<file path="config.mk">
export PLATFORM = sky130hd
export DESIGN_NAME = psxDdrBridge
export DESIGN_NICKNAME = d
export VERILOG_FILES = /design/src/ddrBridgePkg.sv /design/src/burstCtrlIf.sv /design/src/psxDdrBridge.sv /design/src/readAssembler.sv /design/src/writeSerializer.sv /design/src/burstController.sv
export VERILOG_INCLUDE_DIRS = /design/src
export SDC_FILE = /design/constraint.sdc
export NUM_CORES = 1
export LEC_CHECK = 0
export ABC_AREA = 1
export BUFFER_PORTS_ARGS = -buffer_cell sky130_fd_sc_hd__buf_4
export CORE_ASPECT_RATIO = 2
export CORE_MARGIN = 4
export CORE_UTILIZATION = 23
export DETAILED_ROUTE_END_ITERATION = 16
export SLEW_MARGIN = 20
export SYNTH_ARGS = -nofsm -noshare
export SYNTH_HDL_FRONTEND = slang
export SYNTH_HIERARCHICAL = 1
export SYNTH_SLANG_ARGS = --single-unit
</file>
<file path="constraint.sdc">
create_clock -name i_clk -period 13 [get_ports i_clk]
set_input_delay 1.3 -clock i_clk [delete_from_list [all_inputs] [get_ports i_clk]]
set_output_delay 1.3 -clock i_clk [all_outputs]
set_load 0.02 [all_outputs]
</file>
<file path="src/ddrBridge_defines.svh">
`ifndef DDRBRIDGE_DEFINES_SVH
`define DDRBRIDGE_DEFINES_SVH

// Memory side beat width
`define DDR_DATA_W 32

// Client side word and half-word mask
`define CLIENT_DATA_W 256
`define MASK_W 16

// Memory address width
`define MEM_ADDR_W 26

// Burst length port and beat counter width
`define BURST_W 8

// Beats per request size
`define BIG_BURST_LEN 8'd8
`define QW_BURST_LEN 8'd2
`define DW_BURST_LEN 8'd1

`endif
</file>
<file path="src/ddrBridgePkg.sv">
`include "ddrBridge_defines.svh"

package ddrBridgePkg;

  // Client request size
  typedef enum logic [1:0] {
    DOUBLE_WORD   = 2'b00,
    QUAD_WORD     = 2'b01,
    BIG_WORD      = 2'b10,
    // Unused code, served as a 256-bit request
    RESERVED_WORD = 2'b11
  } cmdSize_e;

  // Bridge sequencing states
  typedef enum logic [1:0] {
    WAIT_CMD     = 2'b00,
    WRITE_BURST  = 2'b01,
    READ_REQUEST = 2'b10,
    READ_BURST   = 2'b11
  } bridgeState_e;

  // Index of the beat inside a burst
  typedef logic [`BURST_W-1:0] beatIdx_t;

endpackage

</file>
<file path="src/burstCtrlIf.sv">
`timescale 1ns/1ps

interface burstCtrlIf;
  import ddrBridgePkg::*;

  // Command taken this cycle
  logic     accept;
  // Beat currently on the memory port
  beatIdx_t beatIdx;
  // Memory took a write beat
  logic     writeBeat;
  // A read beat arrived
  logic     readBeat;
  // Current beat closes the burst
  logic     lastBeat;
  // Read request or read burst in progress
  logic     inRead;

  modport ctrl (
    output accept, beatIdx, writeBeat, readBeat, lastBeat, inRead
  );

  modport data (
    input accept, beatIdx, writeBeat, readBeat, lastBeat, inRead
  );

endinterface

</file>
<file path="src/psxDdrBridge.sv">
`timescale 1ns/1ps
`include "ddrBridge_defines.svh"

module psxDdrBridge (
  input  logic                       i_clk,
  input  logic                       i_rst,

  // Client side
  input  logic                       i_command,
  input  logic                       i_writeElseRead,
  input  logic [1:0]                 i_commandSize,
  input  logic [14:0]                i_targetAddr,
  input  logic [2:0]                 i_subAddr,
  input  logic [`MASK_W-1:0]         i_writeMask,
  input  logic [`CLIENT_DATA_W-1:0]  i_dataClient,
  output logic                       o_busyClient,
  output logic                       o_dataValidClient,
  output logic [`CLIENT_DATA_W-1:0]  o_dataClient,

  // Memory side
  input  logic                       i_busyMem,
  input  logic                       i_dataValidMem,
  input  logic [`DDR_DATA_W-1:0]     i_dataMem,
  output logic                       o_writeEnableMem,
  output logic                       o_readEnableMem,
  output logic [`BURST_W-1:0]        o_burstLength,
  output logic [`DDR_DATA_W-1:0]     o_dataMem,
  output logic [`MEM_ADDR_W-1:0]     o_targetAddr,
  output logic [(`DDR_DATA_W/8)-1:0] o_byteEnableMem
);
  import ddrBridgePkg::*;

  burstCtrlIf ctrlBus ();

  burstController burstController_inst (
    .i_clk            (i_clk),
    .i_rst            (i_rst),
    .i_command        (i_command),
    .i_writeElseRead  (i_writeElseRead),
    .i_commandSize    (cmdSize_e'(i_commandSize)),
    .i_targetAddr     (i_targetAddr),
    .i_subAddr        (i_subAddr),
    .i_busyMem        (i_busyMem),
    .i_dataValidMem   (i_dataValidMem),
    .o_busyClient     (o_busyClient),
    .o_writeEnableMem (o_writeEnableMem),
    .o_readEnableMem  (o_readEnableMem),
    .o_burstLength    (o_burstLength),
    .o_targetAddr     (o_targetAddr),
    .ctrlBus          (ctrlBus.ctrl)
  );

  writeSerializer writeSerializer_inst (
    .i_clk           (i_clk),
    .i_rst           (i_rst),
    .i_dataClient    (i_dataClient),
    .i_writeMask     (i_writeMask),
    .ctrlBus         (ctrlBus.data),
    .o_dataMem       (o_dataMem),
    .o_byteEnableMem (o_byteEnableMem)
  );

  readAssembler readAssembler_inst (
    .i_clk             (i_clk),
    .i_rst             (i_rst),
    .i_dataMem         (i_dataMem),
    .ctrlBus           (ctrlBus.data),
    .o_dataClient      (o_dataClient),
    .o_dataValidClient (o_dataValidClient)
  );

endmodule

</file>
<file path="src/readAssembler.sv">
`timescale 1ns/1ps
`include "ddrBridge_defines.svh"

module readAssembler (
  input  logic                      i_clk,
  input  logic                      i_rst,
  input  logic [`DDR_DATA_W-1:0]    i_dataMem,
  burstCtrlIf.data                  ctrlBus,
  output logic [`CLIENT_DATA_W-1:0] o_dataClient,
  output logic                      o_dataValidClient
);

  localparam int BEATS = `CLIENT_DATA_W / `DDR_DATA_W;
  localparam int SEL_W = $clog2(BEATS);

  logic [BEATS-1:0][`DDR_DATA_W-1:0] wordBeats;
  logic [SEL_W-1:0]                  beatSel;

  assign beatSel = ctrlBus.beatIdx[SEL_W-1:0];

  // Beats land at their own position, unfilled beats stay zero
  always_ff @(posedge i_clk or negedge i_rst) begin
    if (!i_rst) begin
      wordBeats <= '0;
    end else if (ctrlBus.accept) begin
      wordBeats <= '0;
    end else if (ctrlBus.readBeat) begin
      wordBeats[beatSel] <= i_dataMem;
    end
  end

  // One-cycle completion strobe after the final beat
  always_ff @(posedge i_clk or negedge i_rst) begin
    if (!i_rst) begin
      o_dataValidClient <= 1'b0;
    end else begin
      o_dataValidClient <= ctrlBus.readBeat && ctrlBus.lastBeat;
    end
  end

  assign o_dataClient = wordBeats;

endmodule

</file>
<file path="src/writeSerializer.sv">
`timescale 1ns/1ps
`include "ddrBridge_defines.svh"

module writeSerializer (
  input  logic                        i_clk,
  input  logic                        i_rst,
  input  logic [`CLIENT_DATA_W-1:0]   i_dataClient,
  input  logic [`MASK_W-1:0]          i_writeMask,
  burstCtrlIf.data                    ctrlBus,
  output logic [`DDR_DATA_W-1:0]      o_dataMem,
  output logic [(`DDR_DATA_W/8)-1:0]  o_byteEnableMem
);

  localparam int BEATS = `CLIENT_DATA_W / `DDR_DATA_W;
  localparam int SEL_W = $clog2(BEATS);

  logic [BEATS-1:0][`DDR_DATA_W-1:0] dataBeats;
  // Two half-word enables per beat
  logic [BEATS-1:0][1:0]             maskPairs;
  logic [SEL_W-1:0]                  beatSel;
  logic [1:0]                        halfEn;

  assign beatSel = ctrlBus.beatIdx[SEL_W-1:0];
  assign halfEn  = maskPairs[beatSel];

  // Client word captured once per request
  always_ff @(posedge i_clk) begin
    if (ctrlBus.accept) begin
      dataBeats <= i_dataClient;
    end
  end

  // Mask returns to all enabled once a burst ends
  always_ff @(posedge i_clk or negedge i_rst) begin
    if (!i_rst) begin
      maskPairs <= '1;
    end else if (ctrlBus.accept) begin
      maskPairs <= i_writeMask;
    end else if ((ctrlBus.writeBeat || ctrlBus.readBeat) && ctrlBus.lastBeat) begin
      maskPairs <= '1;
    end
  end

  assign o_dataMem = dataBeats[beatSel];

  // Reads always use every byte lane
  always_comb begin
    if (ctrlBus.inRead) begin
      o_byteEnableMem = '1;
    end else begin
      o_byteEnableMem = {halfEn[1], halfEn[1], halfEn[0], halfEn[0]};
    end
  end

endmodule

</file>
<file path="src/burstController.sv">
`timescale 1ns/1ps
`include "ddrBridge_defines.svh"

module burstController (
  input  logic                   i_clk,
  input  logic                   i_rst,
  input  logic                   i_command,
  input  logic                   i_writeElseRead,
  input  ddrBridgePkg::cmdSize_e i_commandSize,
  input  logic [14:0]            i_targetAddr,
  input  logic [2:0]             i_subAddr,
  input  logic                   i_busyMem,
  input  logic                   i_dataValidMem,
  output logic                   o_busyClient,
  output logic                   o_writeEnableMem,
  output logic                   o_readEnableMem,
  output logic [`BURST_W-1:0]    o_burstLength,
  output logic [`MEM_ADDR_W-1:0] o_targetAddr,
  burstCtrlIf.ctrl               ctrlBus
);
  import ddrBridgePkg::*;

  bridgeState_e state;
  beatIdx_t     beatIdx;
  beatIdx_t     sizeLen;

  // Beats needed for the requested size
  always_comb begin
    case (i_commandSize)
      DOUBLE_WORD:             sizeLen = `DW_BURST_LEN;
      QUAD_WORD:               sizeLen = `QW_BURST_LEN;
      BIG_WORD, RESERVED_WORD: sizeLen = `BIG_BURST_LEN;
      default:                 sizeLen = `BIG_BURST_LEN;
    endcase
  end

  // Strobes to the datapaths
  assign ctrlBus.accept    = (state == WAIT_CMD) && i_command;
  assign ctrlBus.writeBeat = (state == WRITE_BURST) && !i_busyMem;
  assign ctrlBus.readBeat  = (state == READ_BURST) && i_dataValidMem;
  assign ctrlBus.lastBeat  = (beatIdx == o_burstLength - 1'b1);
  assign ctrlBus.inRead    = (state == READ_REQUEST) || (state == READ_BURST);
  assign ctrlBus.beatIdx   = beatIdx;

  assign o_busyClient     = (state != WAIT_CMD);
  assign o_writeEnableMem = (state == WRITE_BURST);
  assign o_readEnableMem  = (state == READ_REQUEST);

  always_ff @(posedge i_clk or negedge i_rst) begin
    if (!i_rst) begin
      state         <= WAIT_CMD;
      o_burstLength <= `DW_BURST_LEN;
      o_targetAddr  <= '0;
    end else begin
      case (state)
        WAIT_CMD: begin
          if (ctrlBus.accept) begin
            // Hold request parameters for the whole burst
            o_burstLength <= sizeLen;
            o_targetAddr  <= {{(`MEM_ADDR_W - 18){1'b0}}, i_targetAddr, i_subAddr};
            if (i_writeElseRead) begin
              state <= WRITE_BURST;
            end else begin
              state <= READ_REQUEST;
            end
          end
        end
        WRITE_BURST: begin
          if (ctrlBus.writeBeat && ctrlBus.lastBeat) begin
            state <= WAIT_CMD;
          end
        end
        READ_REQUEST: begin
          // Memory queues the read once it is not busy
          if (!i_busyMem) begin
            state <= READ_BURST;
          end
        end
        READ_BURST: begin
          if (ctrlBus.readBeat && ctrlBus.lastBeat) begin
            state <= WAIT_CMD;
          end
        end
        default: begin
          state <= WAIT_CMD;
        end
      endcase
    end
  end

  // Beat counter, held while memory stalls
  always_ff @(posedge i_clk or negedge i_rst) begin
    if (!i_rst) begin
      beatIdx <= '0;
    end else if (ctrlBus.accept) begin
      beatIdx <= '0;
    end else if (ctrlBus.writeBeat || ctrlBus.readBeat) begin
      if (ctrlBus.lastBeat) begin
        beatIdx <= '0;
      end else begin
        beatIdx <= beatIdx + 1'b1;
      end
    end
  end

endmodule

</file>
## Yosys cells after proc, flatten, opt, wreduce, memory -nomap -nowiden

Cells that the tools add are included.

- Output and inout bits: 330
- Logic and storage cells: 85
- Register bits after elaboration: 565
- Input port bits: 330

- Add/sub/neg operators: 2
- Equality and inequality tests: 11
- Muxes and demuxes: 22
- Reduce and logical (&&, ||, !) cells: 19
- Magnitude comparators: 2

Operators with widths:

| cell | number |
|---|---|
| $mux W256 | 2 |
| $bwmux W256 | 1 |
| $bmux W32 S3 | 1 |
| $demux W32 S3 | 1 |
| $mux W32 | 2 |
| $mux W16 | 2 |
| $mux W8 | 3 |
| $pmux W8 S3 | 1 |
| $mux W2 | 6 |
| $add A8 B1 Y8 const B | 1 |
| $eq A2 B2 Y1 const B | 4 |
| $eq A8 B8 Y1 | 1 |
| $pmux W2 S4 | 1 |
| $reduce_bool A2 Y1 | 4 |
| $sub A8 B1 Y8 const B | 1 |
| $logic_and A1 B1 Y1 | 7 |
| $bmux W2 S3 | 1 |
| $eq A2 B1 Y1 const B | 2 |
| $logic_not A2 Y1 | 2 |
| $lt A3 B4 Y1 const B | 1 |
| $mux W4 | 1 |
| $ne A2 B1 Y1 const B | 2 |
| $ne A2 B2 Y1 const B | 2 |
| $reduce_and A4 Y1 | 1 |
| other kinds (5) | 6 |

## Longest topological paths before layout

Gate-level depths: netlist of run 1.

- Depth after elaboration: 7
- Gate-level depth with buffers: 14

## Hierarchy

Netlist of run 1, hierarchy kept.

Modules (own cells, without submodules):

| module | cells each | seq. area each (um^2) | area an instance (um^2) | times used |
|---|---|---|---|---|
| writeSerializer | 1116 | 8107.8 | 11426.0 | 1 |
| readAssembler | 1219 | 6431.2 | 10879.2 | 1 |
| burstController | 218 | 777.0 | 1667.8 | 1 |

## Worst setup path before layout of run 1

No wires, ideal clock.

- Path type: input-to-reg
- Start point: input port i_command
- End point: register readAssembler_inst.wordBeats, in the netlist readAssembler_inst/o_dataClient[10]
- Setup slack: 7.306 ns
- Stages: 9
- Arrival: 5.576 ns
- Path buffers: 4
- Data required time: 12.882 ns
- Cell sequence: nand2_2 -> inv_1 -> buf_2 -> buf_2 -> inv_1 -> buf_2 -> buf_2 -> nand3_1 -> nand2_1

- Word-level cells in the longest chain between the ends: 2
- Elaborated cells on any way between the ends: 3

RTL lines:

| item | RTL line | text |
|---|---|---|
| start: declaration | psxDdrBridge.sv:9 | `input logic i_command,` |
| $logic_and A1 B1 Y1 (*) | burstController.sv:38 | `assign ctrlBus.accept = (state == WAIT_CMD) && i_command;` |
| net ctrlBus.accept | burstCtrlIf.sv:7 | `logic accept;` |
| $mux W256 / $reduce_bool A2 Y1 (equally long branches) | - |  |
| end signal: indexed assignment | readAssembler.sv:28 | `wordBeats[beatSel] <= i_dataMem;` |
| end: declaration | readAssembler.sv:16 | `` logic [BEATS-1:0][`DDR_DATA_W-1:0] wordBeats; `` |

Mark *: on every way through the listed nets, which the timed path passes. The rest lies on a longest branch.
A chain may end at the register's enable or synchronous reset.

## Final worst setup path of run 1

- Start point: register burstController_inst.beatIdx[0], in the netlist burstController_inst/ctrlBus.beatIdx[0]
- End point: output port o_byteEnableMem[2]

- Word-level cells in the longest chain between the ends: 3

RTL lines:

| item | RTL line | text |
|---|---|---|
| start: declaration | burstController.sv:24 | `beatIdx_t beatIdx;` |
| start signal: assignment | burstController.sv:101 | `beatIdx <= beatIdx + 1'b1;` |
| $bmux W2 S3 | writeSerializer.sv:24 | `assign halfEn = maskPairs[beatSel];` |
| $mux W2 (implied by the code) | writeSerializer.sv:24 |  |
| $mux W4 | writeSerializer.sv:48 | `if (ctrlBus.inRead) begin` |
| end: declaration | psxDdrBridge.sv:29 | `` output logic [(`DDR_DATA_W/8)-1:0] o_byteEnableMem `` |

No other way between the ends. The select of a mux whose other input is x is not followed.

==> key figures, run 1 <==
Critical path
  – Reg-to-reg slack, setup: 8.20 ns
  – R2R cell count: 6
  – Reg-to-reg endpoint: writeSerializer_inst/dataBeats[120]
  – Arr. time, crit path: 3.77 ns
  – CP max FO: 72
  – Critical path required time: 11.70 ns
  – Crit Reg-Reg Startpoint: burstController_inst/state[1]
  – Crit path launch type: flop
  – Crit Path Class: flop to output pin
  – Nature of the critical path endpoint: output pin

Route
  – Via density: 4.522
  – Vias: 20443
  – Metal3 WL: 12.81 mm
  – WL final: 97.58 mm
  – Antenna viol nets, final: 0
  – M1 wire length: 34.23 mm
  – Top Metal Used: met5
  – Iteration-0 DRC Markers: 1527
  – Wire per inst: 21.58 µm
  – DRC viols: 0
  – First-pass DRT Iterations: 5
  – Met2 wire length: 44.60 mm

Die
  – Core area: 0.1034 mm²
  – IO Pins: 660
  – Die Wd: 236.3 µm
  – Initial core utilization: 0.2318
  – Chip Height: 464.6 µm
  – Die footprint: 0.1098 mm²
  – # rows: 167

Synth
  – Synth cell types: 36
  – Post-synth design cell area: 0.02397 mm²
  – Number of flops mapped to enable cells by yosys: 256
  – Mux cell area share after synthesis: 0.0004175
  – Share of the synthesized area in the top cell type: 0.3207
  – Synthesis-stage register bit count: 560
  – Dominant cell type by area after synthesis: edfxtp_1
  – Avg Inst Size Synth: 9.390 µm²
  – Adder-cell area share of the yosys netlist: 0.001566
  – Asr flop ratio synth: 0.5429
  – Main combinational cell family by area after synthesis: simple AND/OR/NAND/NOR gates
  – Sequential share of the synthesized area: 0.6389
  – Synth Area in Compound Gates: 0.008038
  – Post-Synthesis Cells: 2553
  – Top FF cell, synth: dfrtp_1
  – Synth Area in Simple Gates: 0.2853
  – Post-Synth XOR/XNOR Area: 0.001096
  – Yosys Warn Count: 6
  – Most area-consuming cells after synthesis: edfxtp_1 32%, dfrtp_1 30%, nand2_1 16%, nand3_1 11%, inv_1 2.2%

Timing
  – Rel. slew slack: 0.2263
  – Tcrit/Tclk final: 0.3897
  – Fin Clk Skew: 0.03854 ns
  – Total negative slack: 0 ns
  – RSZ-0062 raised after global routing: false
  – Least-Margin Pin Slew: 1.156 ns
  – Final setup fails: 0
  – Maximum clock rate: 197.4 MHz
  – Minimum clock period: 5.066 ns
  – Max-slew violation count: 0
  – WHS: 0.4628 ns
  – Worst setup margin: 7.934 ns
  – Final hold violation count: 0

CTS
  – Hold_buf cts: 0
  – CTS Root Cell: clkbuf_16
  – Post-CTS setup buffer count: 0
  – PostCTS Resize Cnt: 0
  – TritonCTS clock tree: built
  – Htree depth: 2
  – Num CTS Buffers: 54
  – Clk sinks: 560
  – Clk slew on worst S/H paths: 0.07 ns
  – Clock Path Buffers: 3
  – Clock Latency Late Sink: 0.63 ns

Power and ir drop
  – Total power: 6.386 mW
  – Static Leak: 16.23 nW
  – VDD IR max: 0.1196 mV
  – Pwr/cell area: 200.7 mW/mm²

GRT
  – First-pass GRT wire length: 140.0 mm
  – Total gr overflow: 0
  – Vias in the first global route: 20469
  – Antenna violations before repair: 9
  – Total GRT Usage: 0.1686
  – Largest net degree at the start of global routing: 138

Cells and area
  – Most frequent cells in the layout: 1007 x nand2_1, 682 x buf_4, 540 x nand3_1, 284 x dfrtp_1, 256 x edfxtp_1
  – Fillers: 10829
  – Share of layout cells above drive strength 1: 0.2641
  – Area Overhead vs Synth: 32.74%
  – Ant diodes: 0
  – Nets: 3457
  – Commonest non-fill, non-tap cell in the layout: nand2_1
  – Layout Cells excl Fill: 4521

Placement
  – RePlAce Congestion: 0.8985
  – Placed cell count: 4420
  – DP HPWL: 70.01 mm
  – IO Port Bufs: 646
  – DP Worst Slack: 7.607 ns

Worst hold path
  – Hold Crit Endpoint: writeSerializer_inst/maskPairs[5]
  – Hold depth: 2
  – Hold path startpoint: writeSerializer_inst/maskPairs[5]
  – Hold Crit Class: flop to flop

Outcome
  – Status: finished clean

Run
  – Max_cap viols: 0
==> cell usage after synthesis, types with 2 or more instances <==
library cell and instances:
a21oi_1 21, buf_1 7, buf_2 92, buf_4 41, buf_6 4, clkbuf_1 36, dfrtp_1 287, dfstp_2 17
edfxtp_1 256, ha_1 3, inv_1 142, inv_2 6, nand2_1 1009, nand2_2 3, nand3_1 540, nor2_1 41
nor2_2 22, o21ai_0 4, o22ai_1 4, xor2_1 2
==> sequential cells by signal, indices dropped and copies added, names as in the netlist <==
name,count
readAssembler_inst/o_dataValidClient,1
burstController_inst/ctrlBus.beatIdx,8
writeSerializer_inst/dataBeats,256
burstController_inst/o_targetAddr,18
burstController_inst/o_burstLength,3
writeSerializer_inst/maskPairs,16
burstController_inst/state,2
readAssembler_inst/o_dataClient,256
==> stage by stage <==
step	cell area [µm²]	util
final	31820	0.3077
after global routing	31820	0.3077
after CTS	31820	0.3077
after detailed placement	29940	0.2894
after global placement	29930	0.2894
after floorplan	24020	-
==> critical path, stage by stage (launching register included) <==
cell and delay, ns:
dfrtp_4 0.73, inv_4 0.70, buf_4 0.72, nand2_1 0.12, nand3_1 0.11, nand3_1 0.08
nand3_1 0.35, buf_4 0.22
==> how the worst max path moves through the flow <==
stage | start | to | slack (ns) | cells after the start
global placement | i_command | writeSerializer_inst/dataBeats[27] | 7.66 | 6
detailed placement | i_command | writeSerializer_inst/dataBeats[145] | 7.61 | 6
finish | burstController_inst/ctrlBus.beatIdx[0] | o_byteEnableMem[2] | 7.93 | 7
floorplan | i_command | readAssembler_inst/o_dataClient[10] | 7.31 | 9
CTS | burstController_inst/ctrlBus.beatIdx[0] | o_byteEnableMem[3] | 7.79 | 7
global route | burstController_inst/ctrlBus.beatIdx[0] | o_byteEnableMem[3] | 7.65 | 7
==> cell type report <==
type | count | area, µm² | share of cell area
Sequential cell | 560 | 15320 | 0.4816
Multi-Input combinational cell | 1674 | 7184 | 0.2258
Timing Repair Buffer | 684 | 5155 | 0.1620
Tap cell | 1352 | 1692 | 0.05316
Clock buffer | 71 | 1506 | 0.04734
Inverter | 150 | 581.8 | 0.01828
Clock inverter | 30 | 377.9 | 0.01187
==> cells by family (layout without fill, tap and decap cells) <==
logic type	after synthesis	count (layout)
DFF	560	560
xor gates and xnor gates	3	3
other	1	13
adders and majority gates	3	3
and+or+nand+nor	1620	1620
muxes	1	1
buffers and inverters	331	935
AOI/OAI and AO/OA	34	34
==> power by group <==
part	internal, mW	switching, mW
combinational	0.660	1.62
clock	0.962	0.739
sequential	2.23	0.178
==> metal layers <==
layer  global-route usage  vias up
met4              0.08721       12
met5                    0        -
met2               0.2747     1124
met3              0.07668      188
met1               0.1845     9748
li1                     -     9371
Note: power is estimated with default switching activity, not from simulation.
==> inputs of run 2 (changes only) <==
==> constraint.sdc (replaced) <==
create_clock -name i_clk -period 4.05 [get_ports i_clk]
set_input_delay 0.405 -clock i_clk [delete_from_list [all_inputs] [get_ports i_clk]]
set_output_delay 0.405 -clock i_clk [all_outputs]
set_load 0.02 [all_outputs]
==> run 2 against run 1 <==
Effect of this change: register-to-register slack got worse by 7.0 ns; setup slack got worse by 7.1 ns; cell count rose by 6.7%; routed wire length rose by 4.8%; via count increased by 7.4%; critical path depth up 2; sequential share of layout area is 4.2 points lower; clock skew decreased by 0.016 ns; die area is the same; combinational power grew to 3.4 times the previous value; clock-buffer cell count is the same; first-iteration DRC count rose by 10%; largest cell class unchanged.
==> key figures, run 2 (synthesis results as in run 1) <==
GRT
  – Largest net degree at the start of global routing: 158 (+14%)
  – Total gr overflow: 0 (unchanged)
  – Vias in the first global route: 22343 (+9.2%)
  – Total GRT Usage: 0.1763 (+0.007668)
  – First-pass GRT wire length: 147.6 mm (+5.4%)
  – Antenna violations before repair: 11 (+2)

Route
  – Iteration-0 DRC Markers: 1682 (+10%)
  – Wire per inst: 21.21 µm (-1.7%)
  – Vias: 21959 (+7.4%)
  – First-pass DRT Iterations: 5 (unchanged)
  – Via density: 4.552 (+0.67%)
  – WL final: 102.3 mm (+4.8%)
  – DRC viols: 0 (unchanged)
  – Antenna viol nets, final: 0 (unchanged)

CTS
  – Htree depth: 2 (unchanged)
  – CTS Root Cell: clkbuf_16
  – Clk sinks: 560 (unchanged)
  – Num CTS Buffers: 54 (unchanged)
  – Clock Path Buffers: 3 (unchanged)
  – Clock Latency Late Sink: 0.63 ns (about the same)
  – TritonCTS clock tree: built
  – PostCTS Resize Cnt: 0 (unchanged)
  – Clk slew on worst S/H paths: 0.07 ns (about the same)

Timing
  – Minimum clock period: 3.237 ns
  – Max-slew violation count: 0 (unchanged)
  – Least-Margin Pin Slew: 1.176 ns (+0.01955 ns)
  – Fin Clk Skew: 0.02236 ns (-0.01619 ns)
  – Total negative slack: 0 ns (unchanged)
  – RSZ-0062 raised after global routing: false
  – WHS: 0.05167 ns (-0.4111 ns)
  – Final hold violation count: 0 (unchanged)
  – Tcrit/Tclk final: 0.7992
  – Final setup fails: 0 (unchanged)
  – Maximum clock rate: 308.9 MHz
  – Rel. slew slack: 0.2132 (-0.01308)
  – Worst setup margin: 0.8130 ns (-7.121 ns)

Outcome
  – Status: finished clean

Critical path
  – Slowest stage delay, CP: 0.68 ns (-0.05 ns)
  – Crit path launch type: flop
  – Arr. time, crit path: 2.83 ns (-0.94 ns)
  – CP Depth: 9 (+2)
  – Reg-to-reg slack, setup: 1.16 ns (-7.04 ns)
  – Nature of the critical path endpoint: output pin
  – WP buf/inv: 3 (unchanged)
  – Reg-to-reg endpoint: readAssembler_inst/o_dataClient[71]
  – CP max FO: 72 (unchanged)
  – Top delay family on crit path: buffers and inverters
  – Slowest CP cell: dfrtp_4
  – Critical path required time: 3.64 ns (-8.06 ns)
  – Crit Reg-Reg Startpoint: burstController_inst/state[0]
  – R2R cell count: 10 (+4)
  – CP Cell Sequence: inv_4, buf_12, nand2_1, nand2_1, nand2_1, nand2_1, nand2_1, nand2_1, buf_4
  – Crit Path Class: flop to output pin
  – Critical Path Most Common Cell: nand2_1

Placement
  – RePlAce Congestion: 0.9002 (+0.19%)
  – DP HPWL: 71.72 mm (+2.4%)
  – Placed cell count: 4430 (+0.23%)
  – IO Port Bufs: 646 (unchanged)
  – DP Worst Slack: 1.168 ns (-6.439 ns)

Cells and area
  – Nets: 3756 (+8.6%)
  – Most frequent cells in the layout: 1009 x nand2_1, 684 x buf_4, 540 x nand3_1, 289 x dlygate4sd3_1, 284 x dfrtp_1
  – Area Overhead vs Synth: 45.33%
  – Layout Cells excl Fill: 4824 (+6.7%)
  – Commonest non-fill, non-tap cell in the layout: nand2_1
  – Share of layout cells above drive strength 1: 0.2418 (-0.02234)

Worst hold path
  – Hold depth: 3 (+1)
  – Hold path startpoint: i_subAddr[1]
  – Hold Crit Endpoint: burstController_inst/o_targetAddr[1]
  – Hold Crit Class: primary input to flop

Power and ir drop
  – Static Leak: 17.48 nW (+7.7%)
  – Pwr/cell area: 598.0 mW/mm² (+200%)
  – Total power: 20.83 mW (+230%)
  – VDD IR max: 0.5095 mV (+330%)

Die
  – # rows: 167 (unchanged)
  – Die Wd: 236.3 µm (unchanged)
  – IO Pins: 660 (unchanged)
  – Chip Height: 464.6 µm (unchanged)
  – Initial core utilization: 0.2318 (unchanged)
  – Core area: 0.1034 mm² (unchanged)
  – Die footprint: 0.1098 mm² (unchanged)

Run
  – Max_cap viols: 0 (unchanged)
==> run 2: worst max path at each step <==
| stage | end | startpoint | slack (ns) |
|---|---|---|---|
| after global placement | readAssembler_inst/o_dataClient[93] | burstController_inst/state[0] | 1.20 |
| after detailed placement | readAssembler_inst/o_dataClient[64] | burstController_inst/state[0] | 1.17 |
| after global routing | o_dataMem[27] | burstController_inst/ctrlBus.beatIdx[0] | 0.66 |
| final | o_dataMem[27] | burstController_inst/ctrlBus.beatIdx[0] | 0.81 |
| after floorplan | readAssembler_inst/o_dataClient[10] | burstController_inst/state[0] | 0.49 |
| after CTS | o_dataMem[27] | burstController_inst/ctrlBus.beatIdx[0] | 0.77 |
==> run 2: layer usage <==
layer  track usage  routed length, µm
met4       0.09216               6420
met2        0.2884              46870
met5             0                 52
met1        0.1980              36730
met3       0.06979              12240
==> run 2: cell type report <==
class / count / area [µm²]
fillers: 10356 / 68590
flip-flops and latches: 560 / 15320
repair buffers: 983 / 8223
multi-input cells: 1674 / 7172
well taps: 1352 / 1692
clock buffers: 71 / 1516
inverters: 150 / 581.8
clock inverters: 28 / 315.3
diodes: 6 / 15.01
==> run 2: what timing repair did <==
item                                   in CTS  in global routing
endpoints found under the hold margin     394                  0
setup buffers                               0                  0
hold buffers                              289                  0
==> run 2: power by group <==
group / switching [mW] / internal, mW
logic: 5.36 / 2.38
clock network: 2.35 / 3.02
registers: 0.576 / 7.15
==> run 2: worst register-to-register path: cells and delay by family, from the launching register on <==
family / cells / cell delay [ns]
flip-flops: 1 / 0.45
AND/OR/NAND/NOR: 6 / 1.64
buffers and inverters: 4 / 0.71
==> run 2: per-stage QoR <==
step,util,area (µm²)
after floorplan,-,24020
after detailed placement,0.2910,30100
after CTS,0.3367,34820
after global routing,0.3367,34830
final,0.3368,34840
after global placement,0.2910,30100
==> inputs of run 3 (changes only) <==
==> constraint.sdc (replaced) <==
create_clock -name i_clk -period 3.26 [get_ports i_clk]
set_input_delay 0.326 -clock i_clk [delete_from_list [all_inputs] [get_ports i_clk]]
set_output_delay 0.326 -clock i_clk [all_outputs]
set_load 0.02 [all_outputs]
==> run 3 against run 2 <==
Effect of this change: setup slack worse by 0.59 ns; critical path depth stayed put; clock skew increased by 0.0054 ns; cell area grew 1.1%; largest power group unchanged.
==> key figures, run 3 (synthesis results as in run 1) <==
Outcome
  – Status: finished clean

Route
  – Via density: 4.554 (about the same)
  – DRC viols: 0 (unchanged)
  – Antenna viol nets, final: 0 (unchanged)
  – Iteration-0 DRC Markers: 1806 (+7.4%)
  – WL final: 102.3 mm (about the same)
  – Wire per inst: 21.09 µm (-0.55%)
  – Vias: 22095 (+0.62%)
  – First-pass DRT Iterations: 5 (unchanged)

GRT
  – First-pass GRT wire length: 148.7 mm (+0.76%)
  – Total GRT Usage: 0.1770 (+0.0006835)
  – Vias in the first global route: 22421 (+0.35%)
  – Largest net degree at the start of global routing: 176 (+11%)
  – Total gr overflow: 0 (unchanged)
  – Antenna violations before repair: 17 (+6)

Timing
  – Least-Margin Pin Slew: 1.173 ns (-0.002653 ns)
  – Total negative slack: 0 ns (unchanged)
  – Max-slew violation count: 0 (unchanged)
  – Maximum clock rate: 329.1 MHz
  – Minimum clock period: 3.038 ns
  – Final setup fails: 0 (unchanged)
  – Rel. slew slack: 0.2179 (+0.004665)
  – RSZ-0062 raised after global routing: false
  – Final hold violation count: 0 (unchanged)
  – Tcrit/Tclk final: 0.9320
  – Fin Clk Skew: 0.02771 ns (+0.005354 ns)
  – WHS: 0.02549 ns (-0.02618 ns)

Critical path
  – Slowest stage delay, CP: 0.62 ns (-0.06 ns)
  – WP buf/inv: 3 (unchanged)
  – Nature of the critical path endpoint: output pin
  – Setup crit start: burstController_inst/ctrlBus.beatIdx[0]
  – Reg-to-reg slack, setup: 0.73 ns (-0.43 ns)
  – Critical path required time: 2.93 ns (-0.71 ns)
  – Slowest CP cell: dfrtp_4
  – Critical Path Most Common Cell: nand2_1
  – CP Cell Sequence: inv_4, buf_4, nand2_1, nand2_1, nand2_1, nand2_1, nand2_1, nand2_1, buf_4
  – CP max FO: 26 (-64%)
  – Crit path launch type: flop
  – Crit Reg-Reg Startpoint: burstController_inst/o_burstLength[0]
  – R2R cell count: 13 (+3)
  – Crit Path Class: flop to output pin
  – CP Depth: 9 (unchanged)
  – Arr. time, crit path: 2.71 ns (-0.12 ns)
  – Top delay family on crit path: buffers and inverters

Cells and area
  – Finished Core Util: 0.3404 (+0.003569)
  – Nets: 3779 (+0.61%)
  – Most frequent cells in the layout: 1009 x nand2_1, 697 x buf_4, 540 x nand3_1, 293 x dlygate4sd3_1, 284 x dfrtp_1
  – Share of layout cells above drive strength 1: 0.2476 (+0.005787)
  – Area Overhead vs Synth: 46.87%
  – Commonest non-fill, non-tap cell in the layout: nand2_1

Placement
  – RePlAce Congestion: 0.8961 (-0.46%)
  – DP HPWL: 72.80 mm (+1.5%)
  – IO Port Bufs: 646 (unchanged)

Die
  – Initial core utilization: 0.2318 (unchanged)
  – Die footprint: 0.1098 mm² (unchanged)
  – # rows: 167 (unchanged)
  – Die Wd: 236.3 µm (unchanged)
  – Core area: 0.1034 mm² (unchanged)
  – Chip Height: 464.6 µm (unchanged)
  – IO Pins: 660 (unchanged)

Run
  – Max_cap viols: 0 (unchanged)

CTS
  – Clk sinks: 560 (unchanged)
  – Clk slew on worst S/H paths: 0.07 ns (about the same)
  – CTS Root Cell: clkbuf_16
  – Hold_buf cts: 293 (+1.4%)
  – Post-CTS setup buffer count: 0 (unchanged)
  – PostCTS Resize Cnt: 0 (unchanged)
  – Num CTS Buffers: 54 (unchanged)
  – TritonCTS clock tree: built
  – Clock Path Buffers: 3 (unchanged)
  – Clock Latency Late Sink: 0.64 ns (about the same)
  – Htree depth: 2 (unchanged)

Worst hold path
  – Hold path startpoint: i_targetAddr[0]
  – Hold depth: 3 (unchanged)
  – Hold Crit Class: primary input to flop

Power and ir drop
  – Static Leak: 17.67 nW (+1.0%)
  – Pwr/cell area: 744.0 mW/mm² (+24%)
  – VDD IR max: 0.5005 mV (-1.8%)
[run 3: cell count changes in the layout (fill, tap and decap cells not counted), moves of 2 or more]
cell | previous run | this run
buf_12 | 9 | 15
buf_4 | 684 | 697
clkbuf_8 | 8 | 10
clkinv_1 | 7 | 2
clkinv_8 | 0 | 3
diode_2 | 6 | 10
dlygate4sd3_1 | 289 | 293
[run 3: final timing paths]
check / endpoint
setup / recovery: o_dataMem[15]
hold / removal: burstController_inst/o_targetAddr[3]
setup reg to reg: writeSerializer_inst/maskPairs[15]
hold reg to reg: writeSerializer_inst/maskPairs[3]
max in group asynchronous: burstController_inst/o_targetAddr[3]
min in group asynchronous: readAssembler_inst/o_dataClient[88]
[run 3: through the flow]
step / instances / area, µm² / power [mW] / setup WS, ns
floorplan: 2565 / 24020 / 14.84 / 0.2340
global placement: 4449 / 30320 / 19.01 / 0.7533
detailed placement: 4449 / 30320 / 19.09 / 0.7079
CTS: 4842 / 35180 / 26.33 / 0.1968
global route: 4849 / 35200 / 27.45 / 0.06644
finish: 4852 / 35210 / 26.20 / 0.2217
[run 3: report_power, final]
| part | switching, mW | leakage (nW) | internal (mW) |
|---|---|---|---|
| Sequential | 0.651 | 6.52 | 8.88 |
| Clock | 2.97 | 0.939 | 3.89 |
| Combinational | 6.71 | 10.2 | 3.10 |
[run 3: layer usage]
layer / part of all wire / routed length, µm / vias up / global-route usage
met5: 0.00049 / 50 / - / 0
met4: 0.055 / 5625 / 8 / 0.08446
met3: 0.11 / 11540 / 204 / 0.06119
met2: 0.47 / 47700 / 1271 / 0.2945
met1: 0.37 / 37410 / 10574 / 0.2035
li1: - / - / 10038 / -
[run 3: area by class of cell]
| type | instances | area [µm²] |
|---|---|---|
| Inverter | 150 | 581.8 |
| Fill cell | 10339 | 68220 |
| Sequential cell | 560 | 15320 |
| Multi-Input combinational cell | 1674 | 7174 |
| Timing Repair Buffer | 1006 | 8481 |
| Clock inverter | 26 | 361.6 |
| Clock buffer | 74 | 1569 |
| Tap cell | 1352 | 1692 |
| Antenna cell | 10 | 25.02 |
[run 3: worst reg2reg max path, cell delays in order (launching register included)]
cell and delay (ns):
dfstp_2 0.56, inv_1 0.08, ha_1 0.23, ha_1 0.30, inv_1 0.04, nand2_1 0.05
nand2_1 0.05, nand2_1 0.07, nor2_1 0.05, nand2_1 0.16, inv_1 0.08, o21a_1 0.11
nor2_2 0.50, a21oi_1 0.16
